===== config.mk =====
export PLATFORM = sky130hd
export DESIGN_NAME = rbg_tracker
export DESIGN_NICKNAME = d
export VERILOG_FILES = /design/src/hw/beam_cfg_pkg.sv /design/src/hw/beam_tag_pkg.sv /design/src/hw/rbg_tracker.sv
export SDC_FILE = /design/constraint.sdc
export NUM_CORES = 1
export LEC_CHECK = 0
export ABC_AREA = 1
export BUFFER_PORTS_ARGS = -buffer_cell sky130_fd_sc_hd__buf_2
export CAP_MARGIN = 10
export CORE_MARGIN = 4
export CORE_UTILIZATION = 27
export DETAILED_ROUTE_END_ITERATION = 12
export GPL_TIMING_DRIVEN = 0
export SYNTH_ARGS = -nofsm -noshare
export SYNTH_HDL_FRONTEND = slang
export SYNTH_SLANG_ARGS = --single-unit

===== constraint.sdc =====
create_clock -name i_clk -period 3.8 [get_ports i_clk]
set_input_delay 0.19 -clock i_clk [delete_from_list [all_inputs] [get_ports i_clk]]
set_output_delay 0.19 -clock i_clk [all_outputs]
set_load 0.1 [all_outputs]

===== src/hw/beam_cfg_pkg.sv =====
/*
  widths and typed vectors for the beam power path
  SAMPLE_W must stay above the shift used in beam_power_calc
  re_cnt_t holds at most 255 REs, enough for a 16 RB group
*/
package beam_cfg_pkg;

    // --------------------
    // widths
    localparam int SAMPLE_W  = 24;
    localparam int POWER_W   = 32;
    localparam int RBG_IDX_W = 8;

    // --------------------
    // typed vectors

    // one I or Q sample, two's complement
    typedef logic signed [SAMPLE_W-1:0] sample_t;
    // |I|+|Q| value or an RBG sum
    typedef logic [POWER_W-1:0] power_t;
    // RBG number within a symbol
    typedef logic [RBG_IDX_W-1:0] rbg_idx_t;
    // size code: 0 -> 4 RB, 1 -> 8 RB, 2/3 -> 16 RB (12 REs per RB)
    typedef logic [1:0] rbg_size_t;
    // RE position inside an RBG
    typedef logic [7:0] re_cnt_t;

endpackage

===== src/hw/beam_tag_pkg.sv =====
/*
  tags that travel with the data through the power path
  re_tag_s is 12 bits, rbg_power_tag_s is 9 bits
  size codes 2 and 3 both decode to 16 RBs
*/
package beam_tag_pkg;

    import beam_cfg_pkg::*;

    // --------------------
    // per-RE tag
    typedef struct packed {
        logic     sop;        // first RE of the symbol
        logic     rbg_first;  // first RE of an RBG
        logic     rbg_last;   // closing RE of an RBG
        logic     eop;        // last RE of the symbol
        rbg_idx_t rbg_idx;
    } re_tag_s;

    // --------------------
    // per-RBG result tag
    typedef struct packed {
        rbg_idx_t rbg_idx;
        logic     sym_last;   // final RBG of the symbol
    } rbg_power_tag_s;

    // REs per RBG for a size code
    function automatic re_cnt_t rbg_res_count(input rbg_size_t code);
        case (code)
            2'd0:    return re_cnt_t'(48);
            2'd1:    return re_cnt_t'(96);
            default: return re_cnt_t'(192);
        endcase
    endfunction

endpackage


===== src/hw/rbg_tracker.sv =====
/*
  cuts a symbol into RBGs and tags every RE
  i_rbg_size is only looked at on the sop RE
  eop closes a short last group; RBG index wraps after 255
*/
`timescale 1ns/100ps

module rbg_tracker #(
    parameter int NUM_BEAMS = 4
) (
    input  logic                                  i_clk,
    input  logic                                  i_arst_n,
    input  beam_cfg_pkg::rbg_size_t               i_rbg_size,
    input  logic                                  i_re_vld,
    input  logic                                  i_re_sop,
    input  logic                                  i_re_eop,
    input  beam_cfg_pkg::sample_t [NUM_BEAMS-1:0] i_re_i,
    input  beam_cfg_pkg::sample_t [NUM_BEAMS-1:0] i_re_q,
    output logic                                  o_vld,
    output beam_tag_pkg::re_tag_s                 o_tag,
    output beam_cfg_pkg::sample_t [NUM_BEAMS-1:0] o_re_i,
    output beam_cfg_pkg::sample_t [NUM_BEAMS-1:0] o_re_q
);

    import beam_cfg_pkg::*;
    import beam_tag_pkg::*;

    re_cnt_t  rbg_len;
    re_cnt_t  re_cnt;
    rbg_idx_t rbg_idx;

    re_cnt_t  cnt_cur;
    re_cnt_t  len_cur;
    rbg_idx_t idx_cur;
    re_tag_s  tag_cur;

    // sop restarts the count on the same RE
    always_comb begin
        cnt_cur = i_re_sop ? '0 : re_cnt;
        len_cur = i_re_sop ? rbg_res_count(i_rbg_size) : rbg_len;
        idx_cur = i_re_sop ? '0 : rbg_idx;

        tag_cur.sop       = i_re_sop;
        tag_cur.rbg_first = (cnt_cur == '0);
        tag_cur.rbg_last  = (cnt_cur == len_cur - re_cnt_t'(1)) || i_re_eop;
        tag_cur.eop       = i_re_eop;
        tag_cur.rbg_idx   = idx_cur;
    end

    // --------------------
    // RE counter and RBG index
    always_ff @(posedge i_clk or negedge i_arst_n) begin
        if (!i_arst_n) begin
            rbg_len <= '0;
            re_cnt  <= '0;
            rbg_idx <= '0;
            o_vld   <= 1'b0;
        end else begin
            o_vld <= i_re_vld;
            if (i_re_vld) begin
                rbg_len <= len_cur;
                if (tag_cur.rbg_last) begin
                    re_cnt  <= '0;
                    rbg_idx <= idx_cur + rbg_idx_t'(1);
                end else begin
                    re_cnt  <= cnt_cur + re_cnt_t'(1);
                    rbg_idx <= idx_cur;
                end
            end
        end
    end

    // samples and tag, qualified by o_vld
    always_ff @(posedge i_clk) begin
        if (i_re_vld) begin
            o_tag  <= tag_cur;
            o_re_i <= i_re_i;
            o_re_q <= i_re_q;
        end
    end

endmodule


==> impl_results.md, run 1 <==
- Status: complete, no violations
- Compound-Gate Fraction of Synth Area: 1.46%
- Num CTS Buffers: 26
- Post-Syn Area: 7860 sq um
- Slowest Stage Delay on Critical Path: 380 ps
- CP endpoint kind: flip-flop
- Tot GR Track Use: 15.2%
- Final setup viols: 0
- Initial DRC Count: 402
- Worst path slowest cell: dfrtp_1
- Cells after synthesis: 456
- Port-buffer cells: 403
- Cell Pwr Density: 553 nW/um^2
- Crit start category: flip-flop
- Fin. Hold Viols: 0
- Die X: 179 um
- Die Span Y: 179 um
- Syn. warnings: 0
- Share of synthesized registers carrying an async set or reset: 10.9%
- Largest net degree at the start of global routing: 110
- Io pins: 404
- Setup WS pre-CTS: 1560 ps
- Instance count on the critical path: 14
- # fillers: 2557
- Layout cells sized above 1: 41.9%
- Hold Path Origin: i_re_sop
- Nets: 1286
- Ys flop type: edfxtp_1
- Post-route clock skew: 17.5 ps
- Fin crit period: 2050 ps
- Via count: 6177
- Leakage: 5.72 nW
- Adder-cell share of the synthesized area: 0.637%
- Initial antenna violation count: 1
- Max_slew headroom: 46.6%
- Worst-margin pin slew: 801 ps
- CP Max Fanout: 10
- Setup TNS: 0 ps
- Final worst-path cycle share: 54.1%
- First-pass GRT wire length: 37.0 mm
- Clock root buffer master: clkbuf_16
- Routed WL: 26.6 mm
- Worst path most repeated cell: nand2_1
- Req. time, crit path: 4220 ps
- Max clock buf depth: 3
- Rows: 62
- Clock transition at path regs: 60 ps
- Post-Synth Simple-Gate Area: 7.91%
- Area growth syn-to-layout: 67.8%
- Reg2reg path depth: 14
- VDD IR max: 302 uV
- R2R Path Start: rbg_len[0]
- Drt pass-1 iters: 4
- Post-CTS setup buffer count: 0
- PnR worst setup slack: 1750 ps
- Post-DRT Antenna Nets: 0
- Post-Synth XOR/XNOR Area: 1.45%
- Hold Path Depth: 1
- H-tree depth: 1
- DP HPWL: 18.1 mm
- Initial Utilization: 27.4%
- Yosys reg bits: 229
- Die Area: 31900 sq um
- Largest family of logic cells by synthesized area: simple AND/OR/NAND/NOR gates
- Mean Syn Cell Area: 17.2 sq um
- Vias in the first global route: 6312
- Vias per cell: 4.15
- Slew Limit Fails: 0
- Worst Setup SP: rbg_len[0]
- RD Place Congestion: 0.817
- Distinct cells, synth: 27
- GR Overflow Total: 0
- Post-CTS sizing: 0
- RSZ-0062 raised after global routing: false
- Worst skew pair latency: 530 ps
- Post-synthesis sequential area ratio: 85.9%
- Number of synthesized flops with an enable pin: 204
- Syn Nets: 659
- Mux cell area share after synthesis: 0%
- Max Clock Freq: 487 MHz
- DR WL/cell: 17.9 um
- DRC viols: 0
- CTS tree: built
- Worst-path cell chain: nand2_1 -> ha_1 -> nand2_1 -> nor2_1 -> nand2_1 -> nand3_1 -> nand3_1 -> nor2_2 -> nand3_4 -> nand2_4 -> buf_6 -> nand3_1 -> nand2_1 -> nand2_1
- Critical Path AT: 2470 ps
- Critical path class: reg -> reg
- Core Area: 28700 sq um
- Max-cap violation count: 0
- CTS sink cnt: 229
- Buffers plus inverters on the worst setup path: 1
- Top Family by Delay on Critical Path: simple AND/OR/NAND/NOR gates
- HP Class: in -> reg
[sequential cells by signal, indices dropped and copies added, names as in the netlist]
name,cells
o_re_i,96
o_re_q,96
o_tag,12
rbg_idx,8
rbg_len,8
re_cnt,8
o_vld,1
[layout by cell type (no fill, tap or decap), types with 5 or more instances in the layout]
| cell | synthesis | routed |
|---|---|---|
| clkinv_1 | 1 | 5 |
| o21ai_0 | 5 | 5 |
| o22ai_1 | 8 | 8 |
| nor2_1 | 25 | 25 |
| nand3_1 | 25 | 25 |
| clkbuf_16 | 0 | 26 |
| nand2_1 | 71 | 71 |
| inv_1 | 41 | 41 |
| dlygate4sd3_1 | 0 | 195 |
| clkinv_2 | 0 | 7 |
| buf_2 | 0 | 402 |
| xnor2_1 | 5 | 5 |
| xor2_1 | 8 | 8 |
| nand4_1 | 7 | 7 |
| edfxtp_1 | 204 | 204 |
| dfrtp_1 | 25 | 25 |
[logic make-up after synthesis]
kind of cell | count (synthesis)
AO/OA/AOI/OAI | 19
adder cells (fa/ha/maj) | 4
AND/OR/NAND/NOR | 141
XOR/XNOR | 13
flip-flops | 229
buffers and inverters | 50
[worst paths after layout]
kind,end,slack (ps)
hold reg to reg,rbg_idx[7],480
hold / removal,o_tag[11],30
min in group asynchronous,rbg_idx[2],200
setup / recovery,rbg_idx[3],1750
max in group asynchronous,re_cnt[6],3190
setup reg to reg,rbg_idx[3],1750
[Yosys cell counts, types with 2 or more instances]
master	count	area share, %
inv_1	41	2.0
nand4_1	7	0.56
nand2_2	2	0.16
o21ai_0	5	0.32
nor2_2	4	0.32
o22ai_1	8	0.64
clkbuf_1	4	0.19
nand2_1	71	3.4
buf_6	2	0.29
nor2_1	25	1.2
o21ai_1	3	0.19
dfrtp_1	25	8.0
nor3_1	4	0.25
nand3_1	25	1.6
xnor2_1	5	0.56
xor2_1	8	0.89
edfxtp_1	204	78
ha_1	4	0.64
[power breakdown]
| group | leakage [nW] | switching, mW | total [mW] | internal, mW |
|---|---|---|---|---|
| logic | 2.98 | 1.52 | 1.86 | 0.339 |
| clock network | 0.407 | 1.04 | 2.44 | 1.40 |
| registers | 2.33 | 0.0504 | 3.00 | 2.95 |
| total | 5.72 | 2.61 | 7.30 | 4.69 |
[cell type report]
cell class,count,area [sq um],area share (%)
well taps,384,480,3.64
inverters,43,161,1.22
diodes,1,2.50,0.0190
multi-input cells,177,901,6.83
flip-flops and latches,229,6750,51.2
plain buffers,7,45.0,0.341
clock inverters,22,191,1.45
repair buffers,599,4010,30.4
clock buffers,26,651,4.93
[stage by stage]
step	instances	hold slack [ps]	area (sq um)	power (mW)	utilization, %
3_3_place_gp	1243	234	10400	4.73	36.1
5_1_grt	1488	17.5	13200	7.53	46.0
4_1_cts	1487	15.9	13200	7.36	45.9
3_5_place_dp	1244	230	10400	4.74	36.2
6_report	1488	35.0	13200	7.30	46.0
2_1_floorplan	456	-106	7860	4.37	-
[metal layers]
layer  share of wire [%]  vias to the layer above  track usage, %
met5                   0                        -               0
met4                 4.3                        0            6.33
met3                 8.8                       61            4.64
met2                  51                      258            27.2
met1                  36                     2960            16.9
li1                    -                     2898               -
[repair_timing]
action,4_1_cts,5_1_grt
hold buffers,195,0
endpoints found under the hold margin,219,0
endpoints found under the setup margin,0,0
Power figures use the tool's default switching activity.
==> run 2: changes to the inputs <==
- clock period: 3.8 -> 1.74 ns (I/O delays scaled with it)
==> impl_results.md, run 2 (same netlist as run 1, synthesis figures left out) <==
- Status: complete, but fails checks
- Failing checks: negative setup slack
- Num CTS Buffers: 26
- Nets: 1295
- DRC viols: 0
- VDD IR max: 589 uV
- Worst-margin pin slew: 860 ps
- Max-cap violation count: 0
- Post-route clock skew: 8.69 ps
- DP HPWL: 18.4 mm
- Rows: 62
- RD Place Congestion: 0.831
- Slew Limit Fails: 0
- Worst-path cell chain: nand2_2 -> ha_4 -> inv_2 -> nand3_2 -> nand2_1 -> nand2_1 -> nand2_1 -> inv_2 -> nand3_2 -> nor2_4 -> nand3_4 -> nand2_4 -> buf_6 -> nand3_2 -> nand2_1 -> nand2_1
- Routed WL: 26.8 mm
- Port-buffer cells: 403
- Post-DRT Antenna Nets: 0
- Worst path slowest cell: dfrtp_1
- Worst Setup SP: rbg_len[1]
- Die X: 179 um
- Reg2Reg Capture Point: rbg_idx[3]
- Req. time, crit path: 2160 ps
- CP Max Fanout: 5
- Post-route design area: 13400 sq um
- HP Class: in -> reg
- Largest net degree at the start of global routing: 111
- Initial DRC Count: 397
- R2R Path Start: rbg_len[1]
- Biggest regs: o_re_i: 96 flops, o_re_q: 96 flops, o_tag: 12 flops
- Core Area: 28700 sq um
- Drt pass-1 iters: 4
- Buffers plus inverters on the worst setup path: 3
- PnR worst setup slack: -104 ps
- Max clock buf depth: 3
- Reg2reg path depth: 16
- Layout cells sized above 1: 43.8%
- Setup TNS: -1060 ps
- Instance count on the critical path: 16
- Leakage: 5.79 nW
- CTS sink cnt: 229
- CP endpoint kind: flip-flop
- First-pass GRT wire length: 37.2 mm
- Final setup viols: 16
- Die Span Y: 179 um
- Fin. Hold Viols: 0
- Slowest Stage Delay on Critical Path: 410 ps
- Setup WS pre-CTS: -330 ps
- Critical Path AT: 2260 ps
- Top Family by Delay on Critical Path: simple AND/OR/NAND/NOR gates
- Area growth syn-to-layout: 70.7%
- Final worst-path cycle share: 106%
- Worst skew pair latency: 530 ps
- DR WL/cell: 17.9 um
- # fillers: 2553
- Crit start category: flip-flop
- Worst path most repeated cell: nand2_1
- Commonest non-fill, non-tap cells in the layout: 402 x buf_2, 204 x edfxtp_1, 197 x dlygate4sd3_1
- R2R Setup Slk: -100 ps
- Die Area: 31900 sq um
- H-tree depth: 1
- Max_slew headroom: 42.6%
- CTS tree: built
- Via count: 6188
- Fin crit period: 1840 ps
- Io pins: 404
- Total power: 16.1 mW
- RSZ-0062 raised after global routing: true
- Clock transition at path regs: 60 ps
- GR Overflow Total: 0
- Clock root buffer master: clkbuf_16
- Placed Instance Area: 10400 sq um
- Cell Pwr Density: 1200 nW/um^2
- Initial antenna violation count: 1
- Max Clock Freq: 542 MHz
- Initial Utilization: 27.4%
- Crit path to: rbg_idx[3]
- Most common cell after layout, fill and taps aside: buf_2
- Critical path class: reg -> reg
- Tot GR Track Use: 15.3%
- Vias per cell: 4.13
- Vias in the first global route: 6290
-- run 2: changes by cell type in the layout (fill, tap and decap cells not counted), moves of 6 or more --
cell / previous run / this run
clkbuf_1: 4 / 13
nand3_2: 0 / 8
nand2_1: 71 / 64
buf_4: 1 / 8
nand3_1: 25 / 16
nand2_2: 2 / 8
-- run 2: how the worst min path moves through the flow --
stage,startpoint,to,slack (ps),cells past startpoint
CTS,i_re_sop,re_cnt[0],20,3
finish,i_re_sop,rbg_len[4],10,3
global placement,i_arst_n,rbg_len[7],140,1
detailed placement,i_arst_n,rbg_len[7],130,1
floorplan,i_arst_n,o_vld,-210,0
global route,i_re_sop,rbg_len[4],30,3
-- run 2: final cells by class --
cell class / count / area [sq um] / area share (%)
Multi-Input combinational cell: 177 / 1040 / 7.73
Buffer: 7 / 45.0 / 0.336
Clock inverter: 13 / 174 / 1.30
Clock buffer: 35 / 684 / 5.10
Sequential cell: 229 / 6750 / 50.3
Inverter: 43 / 161 / 1.20
Antenna cell: 1 / 2.50 / 0.0187
Tap cell: 384 / 480 / 3.58
Timing Repair Buffer: 608 / 4080 / 30.4
-- run 2: report_power, final --
group          switching [mW]  leakage [nW]  internal (mW)  total [mW]
Combinational            3.34          3.04          0.751        4.09
Clock                    2.13         0.413           3.35        5.48
Sequential              0.111          2.33           6.44        6.55
Total                    5.58          5.79           10.5        16.1
-- run 2: stage by stage --
step	util (%)	std cells	hold WS (ps)
after floorplan	-	456	-209
after global placement	36.2	1243	138
after detailed placement	36.3	1244	132
after CTS	46.3	1494	24.4
after global routing	46.7	1497	26.1
final	46.7	1497	11.5
-- run 2: tightest hold or removal path: cells and delay by family --
kind / cells / cell delay, ps
AND/OR/NAND/NOR: 1 / 140
buffers and inverters: 1 / 170
AO/OA/AOI/OAI: 1 / 80
-- run 2: per-layer routing --
layer	track usage, %	share of wire [%]	routed length [um]	up-vias
met4	5.12	3.4	918	0
met5	0	0	0	-
li1	-	-	-	2912
met1	17.6	37	9930	2986
met3	3.20	7.0	1870	54
met2	28.2	53	14100	236
-- run 2: repair_timing --
item	in CTS	in global routing
pin swaps	8	11
gates resized for setup	1	26
setup endpoints to repair	17	17
cloned	1	0
hold endpoints to repair	222	0
setup buffers	4	2
hold buffers	197	0
