## config.mk

```make
export PLATFORM = sky130hd
export DESIGN_NAME = beam_power_calc
export DESIGN_NICKNAME = d
export VERILOG_FILES = /design/src/hw/beam_cfg_pkg.sv /design/src/hw/beam_tag_pkg.sv /design/src/hw/beam_power_calc.sv
export SDC_FILE = /design/constraint.sdc
export NUM_CORES = 1
export LEC_CHECK = 0
export BUFFER_PORTS_ARGS = -buffer_cell sky130_fd_sc_hd__buf_2
export CAP_MARGIN = 30
export CORE_MARGIN = 2
export CORE_UTILIZATION = 54
export DETAILED_ROUTE_END_ITERATION = 12
export GPL_TIMING_DRIVEN = 1
export HOLD_SLACK_MARGIN = 0.06
export PLACE_DENSITY = 0.75
export SLEW_MARGIN = 20
export SYNTH_ARGS = -nofsm -noshare
export SYNTH_HDL_FRONTEND = slang
export SYNTH_SLANG_ARGS = --single-unit
```

## constraint.sdc

```tcl
create_clock -name i_clk -period 4.5 [get_ports i_clk]
set_input_delay 0.675 -clock i_clk [delete_from_list [all_inputs] [get_ports i_clk]]
set_output_delay 0.675 -clock i_clk [all_outputs]
set_load 0.01 [all_outputs]
```

## src/hw/beam_cfg_pkg.sv

```systemverilog
/*
  widths and typed vectors for the beam power path
  SAMPLE_W must stay above the shift used in beam_power_calc
  re_cnt_t holds at most 255 REs, enough for a 16 RB group
*/
package beam_cfg_pkg;

    // --------------------
    // widths
    localparam int SAMPLE_W  = 24;
    localparam int POWER_W   = 32;
    localparam int RBG_IDX_W = 8;

    // --------------------
    // typed vectors

    // one I or Q sample, two's complement
    typedef logic signed [SAMPLE_W-1:0] sample_t;
    // |I|+|Q| value or an RBG sum
    typedef logic [POWER_W-1:0] power_t;
    // RBG number within a symbol
    typedef logic [RBG_IDX_W-1:0] rbg_idx_t;
    // size code: 0 -> 4 RB, 1 -> 8 RB, 2/3 -> 16 RB (12 REs per RB)
    typedef logic [1:0] rbg_size_t;
    // RE position inside an RBG
    typedef logic [7:0] re_cnt_t;

endpackage
```

## src/hw/beam_tag_pkg.sv

```systemverilog
/*
  tags that travel with the data through the power path
  re_tag_s is 12 bits, rbg_power_tag_s is 9 bits
  size codes 2 and 3 both decode to 16 RBs
*/
package beam_tag_pkg;

    import beam_cfg_pkg::*;

    // --------------------
    // per-RE tag
    typedef struct packed {
        logic     sop;        // first RE of the symbol
        logic     rbg_first;  // first RE of an RBG
        logic     rbg_last;   // closing RE of an RBG
        logic     eop;        // last RE of the symbol
        rbg_idx_t rbg_idx;
    } re_tag_s;

    // --------------------
    // per-RBG result tag
    typedef struct packed {
        rbg_idx_t rbg_idx;
        logic     sym_last;   // final RBG of the symbol
    } rbg_power_tag_s;

    // REs per RBG for a size code
    function automatic re_cnt_t rbg_res_count(input rbg_size_t code);
        case (code)
            2'd0:    return re_cnt_t'(48);
            2'd1:    return re_cnt_t'(96);
            default: return re_cnt_t'(192);
        endcase
    endfunction

endpackage

```

## src/hw/beam_power_calc.sv

```systemverilog
/*
  per-beam |I|+|Q| after an arithmetic right shift, summed over each RBG
  three register stages; o_vld comes 3 cycles after the rbg_last RE
  sums wrap at 2^POWER_W, no saturation
  o_pwr is only meaningful while o_vld is high
*/
`timescale 1ns/100ps

module beam_power_calc #(
    parameter int NUM_BEAMS = 4,
    parameter int PWR_SHIFT = 8
) (
    input  logic                                  i_clk,
    input  logic                                  i_arst_n,
    input  logic                                  i_vld,
    input  beam_tag_pkg::re_tag_s                 i_tag,
    input  beam_cfg_pkg::sample_t [NUM_BEAMS-1:0] i_re_i,
    input  beam_cfg_pkg::sample_t [NUM_BEAMS-1:0] i_re_q,
    output logic                                  o_vld,
    output beam_tag_pkg::rbg_power_tag_s          o_tag,
    output beam_cfg_pkg::power_t  [NUM_BEAMS-1:0] o_pwr
);

    import beam_cfg_pkg::*;
    import beam_tag_pkg::*;

    // valid and tag follow the data stages
    logic    s1_vld;
    logic    s2_vld;
    re_tag_s s1_tag;
    re_tag_s s2_tag;

    // --------------------
    // control pipeline
    always_ff @(posedge i_clk or negedge i_arst_n) begin
        if (!i_arst_n) begin
            s1_vld <= 1'b0;
            s2_vld <= 1'b0;
            o_vld  <= 1'b0;
        end else begin
            s1_vld <= i_vld;
            s2_vld <= s1_vld;
            // sum is complete once the closing RE has been added
            o_vld  <= s2_vld && s2_tag.rbg_last;
        end
    end

    always_ff @(posedge i_clk) begin
        s1_tag <= i_tag;
        s2_tag <= s1_tag;
    end

    // result tag is held for the whole RBG
    always_ff @(posedge i_clk) begin
        if (s2_vld && s2_tag.rbg_last) begin
            o_tag.rbg_idx  <= s2_tag.rbg_idx;
            o_tag.sym_last <= s2_tag.eop;
        end
    end

    // --------------------
    // per-beam datapath
    for (genvar b = 0; b < NUM_BEAMS; b++) begin : g_beam

        sample_t smp_i;
        sample_t smp_q;
        sample_t sft_i;
        sample_t sft_q;
        logic signed [POWER_W-1:0] ext_i;
        logic signed [POWER_W-1:0] ext_q;

        power_t abs_i;
        power_t abs_q;
        power_t mag;
        power_t acc;

        assign smp_i = i_re_i[b];
        assign smp_q = i_re_q[b];

        // arithmetic shift keeps the sign
        assign sft_i = smp_i >>> PWR_SHIFT;
        assign sft_q = smp_q >>> PWR_SHIFT;

        // sign-extend before negation, so the most negative value is safe
        assign ext_i = POWER_W'(sft_i);
        assign ext_q = POWER_W'(sft_q);

        // stage 1: absolute values
        always_ff @(posedge i_clk) begin
            abs_i <= ext_i[POWER_W-1] ? power_t'(-ext_i) : power_t'(ext_i);
            abs_q <= ext_q[POWER_W-1] ? power_t'(-ext_q) : power_t'(ext_q);
        end

        // stage 2: magnitude estimate
        always_ff @(posedge i_clk) begin
            mag <= abs_i + abs_q;
        end

        // stage 3: RBG accumulator
        // first RE loads, gaps hold the running sum
        always_ff @(posedge i_clk) begin
            if (s2_vld) begin
                if (s2_tag.rbg_first) begin
                    acc <= mag;
                end else begin
                    acc <= acc + mag;
                end
            end
        end

        assign o_pwr[b] = acc;

    end

endmodule

```

==> metrics.md, run 1 <==
| Metric | Value |
|---|---|
| Unrepaired setup endpoints after global routing | `no` |
| Post-synthesis average cell area | `10.0 um^2` |
| # port buffers | `between 200 and 300` |
| Critical path fanouts, max | `3` |
| Source of the worst register-to-register timing path | `g_beam[1].acc[0]$_DFFE_PP_` |
| Post-synthesis cell type count | `89` |
| IO Pins | `around 350` |
| Headroom to the max-slew limit | `0.513` |
| Highest Clock Rate | `approximately 270 MHz` |
| Total number of vias | `roughly 22000` |
| Logic depth of the worst register-to-register path | `12` |
| Filler-free cell count of the finished design | `3947` |
| Buffers from clock root to sink, at most | `3` |
| GPL Wtd Cong | `0.936` |
| TritonCTS clock tree | `done` |
| H-tree lvl count | `2` |
| Core Rows | `83` |
| Accumulated negative setup slack | `0 ns` |
| Final cycle utilization of the critical path | `0.823` |
| Critical-path cell list | `ha_1, fa_1, a211oi_2, nor3_1, or4b_4, a221oi_4, o21ai_2, o41ai_4, nor2b_2, a41o_1, xnor2_1, o21ai_1` |
| Number of CTS-inserted buffers | `57` |
| Seq. cell area | `0.0123 mm^2` |
| Capture point of the worst reg-to-reg path | `g_beam[1].acc[26]$_DFFE_PP_` |
| Outcome | `finished, final reports clean` |
| First-pass GRT wire length | `101000 um` |
| Diodes inserted | `0` |
| Largest vdd supply drop | `0.000394 V` |
| Worst setup endpoint | `g_beam[1].acc[26]$_DFFE_PP_` |
| Clock Skew | `0.0177 ns` |
| Initial antenna violation count | `0` |
| Die ar. | `0.0537 mm^2` |
| Required @ worst endpoint | `4.84 ns` |
| Critical-path top delay cell | `sky130_fd_sc_hd__or4b_4` |
| Number of enable flip-flop cells after synthesis | `137` |
| Power density over the cells | `634 mW/mm^2` |
| Element type at the critical path end | `flop` |
| Commonest cells after routing, fill and taps aside | `sky130_fd_sc_hd__dfxtp_1 (405), sky130_fd_sc_hd__buf_2 (279), sky130_fd_sc_hd__ha_1 (264)` |
| Number of max-slew violations in the final report | `0` |
| Reported max-cap violation count | `0` |
| Async set-or-reset flop fraction in the synthesized netlist | `0.00549` |
| Width of the die | `232 um` |
| Launch point of the critical path | `g_beam[1].acc[0]$_DFFE_PP_` |
| Overall routed net length | `62000 um` |
| Min Tclk post-route | `approximately 3.7 ns` |
| Total setup buffers inserted after CTS | `0` |
| Final design utilization | `0.636` |
| Fill cells | `4119` |
| Design internal power | `13.0 mW` |
| Flop pwr share | `0.336` |
| Insertion delay of the later-clocked pin in the worst-skew pair | `approximately 0.61 ns` |
| Multi-input logic area | `0.0157 mm^2` |
| Detailed placer's ending HPWL | `around 47000 um` |
| Clk slew on worst S/H paths | `0.06 ns` |
| Combinational cell fraction of total power | `0.429` |
| Layout cell share with drive strength beyond 1 | `0.134` |
| Netlist Area Pre-Place | `0.0280 mm^2` |
| Static power due to leakage | `14.5 nW` |
| Crit path kind | `reg -> reg` |
| Post-layout nets | `~3700` |
| Number of setup violations in the final report | `0` |
| Net switching power | `7.66 mW` |
| Actual slew at the worst max-slew pin | `0.724 ns` |
| Number of global-route vias before repair | `roughly 21000` |
| DRT Pass-1 Iters | `5` |
| Delay of the slowest cell on the worst path | `0.55 ns` |
| Total Routing Usage GR | `0.225` |
| Number of instances resized during post-cts repair | `0` |
| Yosys reg bits | `about 550` |
| Clock Tree Root | `sky130_fd_sc_hd__clkbuf_16` |
| Data arrival time of the critical path | `4.04 ns` |
| Antenna viol nets, final | `0` |
| Proportion of power drawn by the clock network | `0.235` |
| Largest net degree at the start of global routing | `about 120` |
| Initial core utilization | `0.546` |
| Number of instances in the synthesized netlist | `2802` |
| Dominant synthesized flop cell | `sky130_fd_sc_hd__dfxtp_1` |
| Worst Setup Start Kind | `flop` |
| Die Ht | `232 um` |
| Syn-to-layout area delta | `16.4%` |
| Clock sink count | `546` |
| DRC Markers | `0` |
| Post-synthesis sequential area ratio | `0.440` |
| DRT iter0 DRCs | `about 1300` |
| Worst reg-to-reg setup slack | `0.80 ns` |
| Routed wirelength normalized by instance count | `15.7 um` |
| Post-placement cell count | `3837` |
| Placeable core area | `0.0513 mm^2` |
| Vias per std cell | `about 5.6` |
| Sw Ratio | `0.370` |
| Quantity of hold-fixing buffers added after cts | `1` |
| Most common cell after layout, fill and taps aside | `sky130_fd_sc_hd__dfxtp_1` |
| Sum of overflow across all layers after global routing | `0` |
| Syn. warnings | `0` |
| Final count of hold timing violations | `0` |
| Worst min-delay path category | `in -> reg` |
## cell usage after synthesis, drive strengths merged (6+ instances only)
cell / n / area [um^2]
dfxtp: 406 / 8130
ha: 264 / 3300
nand2: 250 / 938
o21ai: 232 / 1170
xnor2: 216 / 1890
a21oi: 209 / 1060
edfxtp: 137 / 4110
nor2: 136 / 510
a21o: 131 / 983
xor2: 98 / 858
inv: 74 / 278
o31ai: 51 / 393
nand3: 49 / 245
nand2b: 44 / 275
clkbuf: 43 / 161
nor2b: 35 / 221
o21bai: 32 / 240
nor3: 31 / 155
o21a: 29 / 218
a211oi: 27 / 213
and3: 25 / 156
or3: 24 / 150
a31oi: 22 / 138
and2: 18 / 113
nand4: 18 / 113
o41ai: 17 / 201
o211ai: 15 / 118
mux2: 12 / 135
nor4: 11 / 68.8
or4: 11 / 82.6
a211o: 10 / 87.6
o311ai: 9 / 96.4
or2: 9 / 56.3
fa: 8 / 160
and4: 7 / 61.3
a2111oi: 6 / 90.1
a21boi: 6 / 45.0
a311oi: 6 / 65.1
o31a: 6 / 52.6
## flip-flops by register name, summed over array words and instances, names as in the netlist
name          count
g_beam.abs_i    128
g_beam.abs_q    128
g_beam.acc      128
g_beam.mag      128
o_tag             9
o_vld             1
s1_tag           11
s1_vld            1
s2_tag           11
s2_vld            1
## power by group through the flow
stage,sequential (mW),clock [mW],combinational (mW)
4_1_cts,6.97,4.97,8.79
2_1_floorplan,7.08,0,6.45
6_report,6.96,4.87,8.88
5_1_grt,7.07,5.16,9.90
3_5_place_dp,7.05,0,8.69
3_3_place_gp,7.01,0,8.38
## kinds of logic after synthesis
family,Yosys count,share of synthesized area
adders and majority gates,272,0.124
other,1,0.000134
DFF,546,0.440
buffers and inverters,120,0.0161
muxes,13,0.00518
xor gates and xnor gates,314,0.0981
AOI/OAI and AO/OA,846,0.198
and+or+nand+nor,690,0.119
## metal layers
layer | track usage | wire, um
met4 | 0.0921 | 2250
met5 | 0 | 0
met2 | 0.389 | 29400
met3 | 0.0452 | 3360
met1 | 0.275 | 26900
## stage by stage
stage          total power, mW  hold slack (ns)  setup slack [ns]  cell area (um^2)
2_1_floorplan             13.5            0.310             0.689             28500
3_3_place_gp              15.4            0.311             0.881             30600
3_5_place_dp              15.7            0.314             0.839             30600
4_1_cts                   20.7            0.123             0.819             32600
5_1_grt                   22.1            0.135             0.552             32600
6_report                  20.7            0.164             0.799             32600
## cell type report
type / count / share of cell area
clock buffers: 71 / 0.0502
clock inverters: 37 / 0.0105
inverters: 74 / 0.00851
multi-input cells: 2255 / 0.481
flip-flops and latches: 546 / 0.378
well taps: 680 / 0.0261
repair buffers: 284 / 0.0458
## critical path: cells and delay by family (launching register included)
kind	cells	cell delay (ns)
AOI/OAI and AO/OA	6	1.46
xor gates and xnor gates	1	0.13
adders and majority gates	2	0.71
DFF	1	0.38
and+or+nand+nor	3	0.75
## how the worst min path moves through the flow
stage	slack [ns]	startpoint	to	cells after the start
2_1_floorplan	0.31	s1_tag[0]$_DFF_P_	s2_tag[0]$_DFF_P_	0
3_3_place_gp	0.31	s1_tag[9]$_DFF_P_	s2_tag[9]$_DFF_P_	0
3_5_place_dp	0.31	s1_tag[8]$_DFF_P_	s2_tag[8]$_DFF_P_	0
4_1_cts	0.12	i_tag[9]	s1_tag[9]$_DFF_P_	1
5_1_grt	0.13	i_tag[8]	s1_tag[8]$_DFF_P_	1
6_report	0.16	i_tag[4]	s1_tag[4]$_DFF_P_	1
Power figures use the tool's default switching activity.
==> run 2: changes to the inputs <==
--- a/config.mk
+++ b/config.mk
@@ -5,6 +5,7 @@
 export SDC_FILE = /design/constraint.sdc
 export NUM_CORES = 1
 export LEC_CHECK = 0
+export ABC_AREA = 1
 export BUFFER_PORTS_ARGS = -buffer_cell sky130_fd_sc_hd__buf_2
 export CAP_MARGIN = 30
 export CORE_MARGIN = 2
@@ -12,7 +13,7 @@
 export DETAILED_ROUTE_END_ITERATION = 12
 export GPL_TIMING_DRIVEN = 1
 export HOLD_SLACK_MARGIN = 0.06
-export PLACE_DENSITY = 0.75
+export PLACE_DENSITY = 0.74
 export SLEW_MARGIN = 20
 export SYNTH_ARGS = -nofsm -noshare
 export SYNTH_HDL_FRONTEND = slang
==> constraint.sdc (replaced) <==
create_clock -name i_clk -period 3.67 [get_ports i_clk]
set_input_delay 0.5505 -clock i_clk [delete_from_list [all_inputs] [get_ports i_clk]]
set_output_delay 0.5505 -clock i_clk [all_outputs]
set_load 0.01 [all_outputs]
==> run 2 against run 1 <==
  * Register-to-register slack gained 0.47 ns
  * Sequential power rose by 22%
  * Combinational power rose by 49%
  * Critical path depth shrank 2
  * Fmax is 54% higher
  * Via count up 41%
  * Critical endpoint is now g_beam[1].acc[28]$_DFFE_PP_
  * Largest cell class unchanged
  * Hold slack worse by 0.014 ns
  * Critical path type unchanged
  * Die area is 20% higher
  * Core utilization shrank 0.98 points
==> metrics.md, run 2 <==
| Metric | Value |
|---|---|
| Netlist Area Pre-Place | `0.0336 mm^2 (+20%)` |
| Clk slew on worst S/H paths | `0.06 ns (about the same)` |
| Dominant synthesized flop cell | `sky130_fd_sc_hd__dfxtp_1` |
| Post-synthesis average cell area | `6.97 um^2 (-30%)` |
| Clock Skew | `0.0118 ns (-0.00587 ns)` |
| Fill cells | `5782 (+40%)` |
| Final design utilization | `0.626 (-0.00977)` |
| Detailed placer's ending HPWL | `69900 um (+50%)` |
| Final cycle utilization of the critical path | `0.654 (-0.168)` |
| Reported max-cap violation count | `0 (unchanged)` |
| Setup ws final | `1.27 ns (+0.470 ns)` |
| Sink of the worst hold path | `g_beam[3].abs_i[8]$_DFF_P_` |
| Capture point of the worst reg-to-reg path | `g_beam[1].acc[28]$_DFFE_PP_` |
| Delay of the slowest cell on the worst path | `0.48 ns (-0.07 ns)` |
| Layout cell share with drive strength beyond 1 | `0.0843 (-0.0501)` |
| Diodes inserted | `0 (unchanged)` |
| DRT Pass-1 Iters | `6 (+1)` |
| Post-synthesis adder-cell area fraction | `0.103 (-0.0206)` |
| Static power due to leakage | `20.3 nW (+40%)` |
| Insertion delay of the later-clocked pin in the worst-skew pair | `0.62 ns (about the same)` |
| Worst hold margin | `0.150 ns (-0.0138 ns)` |
| Worst slack, placed | `1.32 ns (+0.481 ns)` |
| DRC Markers | `0 (unchanged)` |
| Multi-input logic area | `0.0190 mm^2 (+21%)` |
| Synthesized-area fraction occupied by ao, oa, aoi and oai cells | `0.0766 (-0.121)` |
| GPL Wtd Cong | `0.970 (+3.6%)` |
| Vias per std cell | `5.02 (-9.7%)` |
| Syn. warnings | `0 (unchanged)` |
| Syn-to-layout area delta | `14.7%` |
| Post-layout nets | `5750 (+56%)` |
| Total number of vias | `30900 (+41%)` |
| Unrepaired setup endpoints after global routing | `no` |
| Worst hold path depth | `2 (+1)` |
| Accumulated negative setup slack | `0 ns (unchanged)` |
| Critical-path cell list | `ha_1, fa_1, nand3_1, nand3_1, nand3_1, nand3_1, nand2_1, nand3_1, nand3_1, nand2_1` |
| Async set-or-reset flop fraction in the synthesized netlist | `0.00549 (unchanged)` |
| Proportion of netlist area held by the largest area contributor | `0.242 (-0.0483)` |
| Commonest cells after routing, fill and taps aside | `sky130_fd_sc_hd__nand2_1 (1661), sky130_fd_sc_hd__inv_1 (680), sky130_fd_sc_hd__nor2_1 (421)` |
| Sum of overflow across all layers after global routing | `0 (unchanged)` |
| Min Tclk post-route | `2.40 ns (-1.30 ns)` |
| Required @ worst endpoint | `4.04 ns (-0.80 ns)` |
| Number of global-route vias before repair | `29000 (+35%)` |
| Data arrival time of the critical path | `2.77 ns (-1.27 ns)` |
| Multiplexer fraction of the synthesized cell area | `0 (-0.00518)` |
| Synth Area in Simple Gates | `0.316 (+0.196)` |
| Die ar. | `0.0643 mm^2 (+20%)` |
| Die Ht | `254 um (+9.4%)` |
| Worst Setup Start Kind | `flop` |
| Critical-path top delay cell | `sky130_fd_sc_hd__fa_1` |
| Width of the die | `254 um (+9.4%)` |
| Worst path most repeated cell | `sky130_fd_sc_hd__nand3_1` |
| Number of CTS-inserted buffers | `57 (unchanged)` |
| Yosys reg bits | `546 (unchanged)` |
| Number of instances in the synthesized netlist | `4825 (+72%)` |
| Number of enable flip-flop cells after synthesis | `137 (unchanged)` |
| Synth top cells by count | `sky130_fd_sc_hd__nand2_1 (1661), sky130_fd_sc_hd__inv_1 (681), sky130_fd_sc_hd__nor2_1 (421)` |
| Count leader, synth | `sky130_fd_sc_hd__nand2_1` |
| Core Rows | `91 (+9.6%)` |
| Placeable core area | `0.0616 mm^2 (+20%)` |
| Number of max-slew violations in the final report | `0 (unchanged)` |
| Number of setup violations in the final report | `0 (unchanged)` |
| H-tree lvl count | `2 (unchanged)` |
| Overall routed net length | `87000 um (+40%)` |
| Main combinational cell family by area after synthesis | `simple AND/OR/NAND/NOR gates` |
| # port buffers | `279 (unchanged)` |
| First-pass GRT wire length | `138000 um (+37%)` |
| Most common cell after layout, fill and taps aside | `sky130_fd_sc_hd__nand2_1` |
| Total Routing Usage GR | `0.265 (+0.0398)` |
| Actual slew at the worst max-slew pin | `0.822 ns (+0.0983 ns)` |
| IO Pins | `345 (unchanged)` |
| Buffers from clock root to sink, at most | `3 (unchanged)` |
| Initial core utilization | `0.546 (about the same)` |
| Final count of hold timing violations | `0 (unchanged)` |
| Source of the worst register-to-register timing path | `g_beam[1].acc[0]$_DFFE_PP_` |
| TritonCTS clock tree | `done` |
| Post-synthesis cell type with the largest combined area | `sky130_fd_sc_hd__dfxtp_1` |
| Worst min-delay path category | `in -> reg` |
| Seq. cell area | `0.0123 mm^2 (unchanged)` |
| Category of cells accounting for the largest share of critical-path delay | `simple AND/OR/NAND/NOR gates` |
| Logic depth of the worst register-to-register path | `10 (-2)` |
| Outcome | `finished, final reports clean` |
| Clock Tree Root | `sky130_fd_sc_hd__clkbuf_16` |
| Critical path fanouts, max | `5 (+2)` |
| Crit path kind | `reg -> reg` |
| Startpoint of the worst hold path | `i_re_i[88]` |
| Initial antenna violation count | `0 (unchanged)` |
| Power density over the cells | `714 mW/mm^2 (+12%)` |
| Element type at the critical path end | `flop` |
| Largest net degree at the start of global routing | `172 (+42%)` |
| Post-synthesis cell type count | `40 (-55%)` |
| Antenna viol nets, final | `0 (unchanged)` |
| Clock sink count | `546 (unchanged)` |
| Largest vdd supply drop | `0.000403 V (+2.2%)` |
| Headroom to the max-slew limit | `0.452 (-0.0614)` |
| Number of instances resized during post-cts repair | `0 (unchanged)` |
| Post-synthesis sequential area ratio | `0.366 (-0.0732)` |
| Worst reg-to-reg setup slack | `1.27 ns (+0.47 ns)` |
| DRT iter0 DRCs | `1622 (+26%)` |
| Routed wirelength normalized by instance count | `14.1 um (-10%)` |
| Cells taking the most area after synthesis | `sky130_fd_sc_hd__dfxtp_1 (24%), sky130_fd_sc_hd__nand2_1 (19%), sky130_fd_sc_hd__edfxtp_1 (12%)` |
| Highest Clock Rate | `416 MHz (+54%)` |
| Area share of xor/xnor cells in the synthesized design | `0.0578 (-0.0403)` |
| Crit path buf inv count | `0 (unchanged)` |
run 2: changes by cell type after synthesis, sizes merged, moves of 114 or more:
cell / change
nand2: +1427
nand3: +263
a21o: -114
xnor2: -134
inv: +607
nor2: +289
run 2: through the flow:
step / power, mW / cells / cell area (um^2)
6_report: 27.5 / 6154 / 38600
3_3_place_gp: 21.4 / 6028 / 36400
5_1_grt: 29.8 / 6154 / 38600
2_1_floorplan: 18.0 / 4944 / 34100
3_5_place_dp: 21.6 / 6028 / 36400
4_1_cts: 27.6 / 6154 / 38600
run 2: how the worst max path moves through the flow:
stage / start / endpoint / slack [ns] / cells past startpoint
global placement: g_beam[1].acc[0]$_DFFE_PP_ / g_beam[1].acc[28]$_DFFE_PP_ / 1.35 / 10
finish: g_beam[1].acc[0]$_DFFE_PP_ / g_beam[1].acc[28]$_DFFE_PP_ / 1.27 / 10
global route: g_beam[1].acc[0]$_DFFE_PP_ / g_beam[1].acc[28]$_DFFE_PP_ / 1.15 / 10
floorplan: s2_vld$_DFF_PN0_ / o_tag[0]$_DFFE_PP_ / 1.21 / 2
detailed placement: g_beam[1].acc[0]$_DFFE_PP_ / g_beam[1].acc[28]$_DFFE_PP_ / 1.32 / 10
CTS: g_beam[1].acc[0]$_DFFE_PP_ / g_beam[1].acc[28]$_DFFE_PP_ / 1.28 / 10
run 2: logic make-up after synthesis:
logic type                 count (synthesis)
xor gates and xnor gates                 222
adders and majority gates                272
and+or+nand+nor                         2589
AOI/OAI and AO/OA                        477
DFF                                      546
buffers and inverters                    718
other                                      1
run 2: per-layer routing:
metal	GRT usage	vias to the layer above	part of all wire	wire, um
met3	0.0466	183	0.058	5060
met1	0.333	13800	0.45	38800
li1	-	16200	-	-
met4	0.0996	0	0.036	3170
met2	0.454	757	0.46	40000
met5	0	-	0	0
run 2: timing repair:
| item | in CTS | in global routing |
|---|---|---|
| setup buffers | 0 | 0 |
| hold endpoints to repair | 23 | 0 |
| hold buffers | 21 | 0 |
run 2: layout make-up:
type                    instances  area share
multi-input cells            3680       0.494
clock inverters                33     0.00759
repair buffers                304      0.0434
well taps                     837      0.0271
clock buffers                  72      0.0422
flip-flops and latches        546       0.319
inverters                     682      0.0664
run 2: report_power, final:
| group | leakage, nW | switching [mW] | internal [mW] |
|---|---|---|---|
| clock network | 0.951 | 2.50 | 3.33 |
| registers | 4.81 | 0.878 | 7.63 |
| logic | 14.5 | 8.49 | 4.70 |
| total | 20.3 | 11.9 | 15.7 |
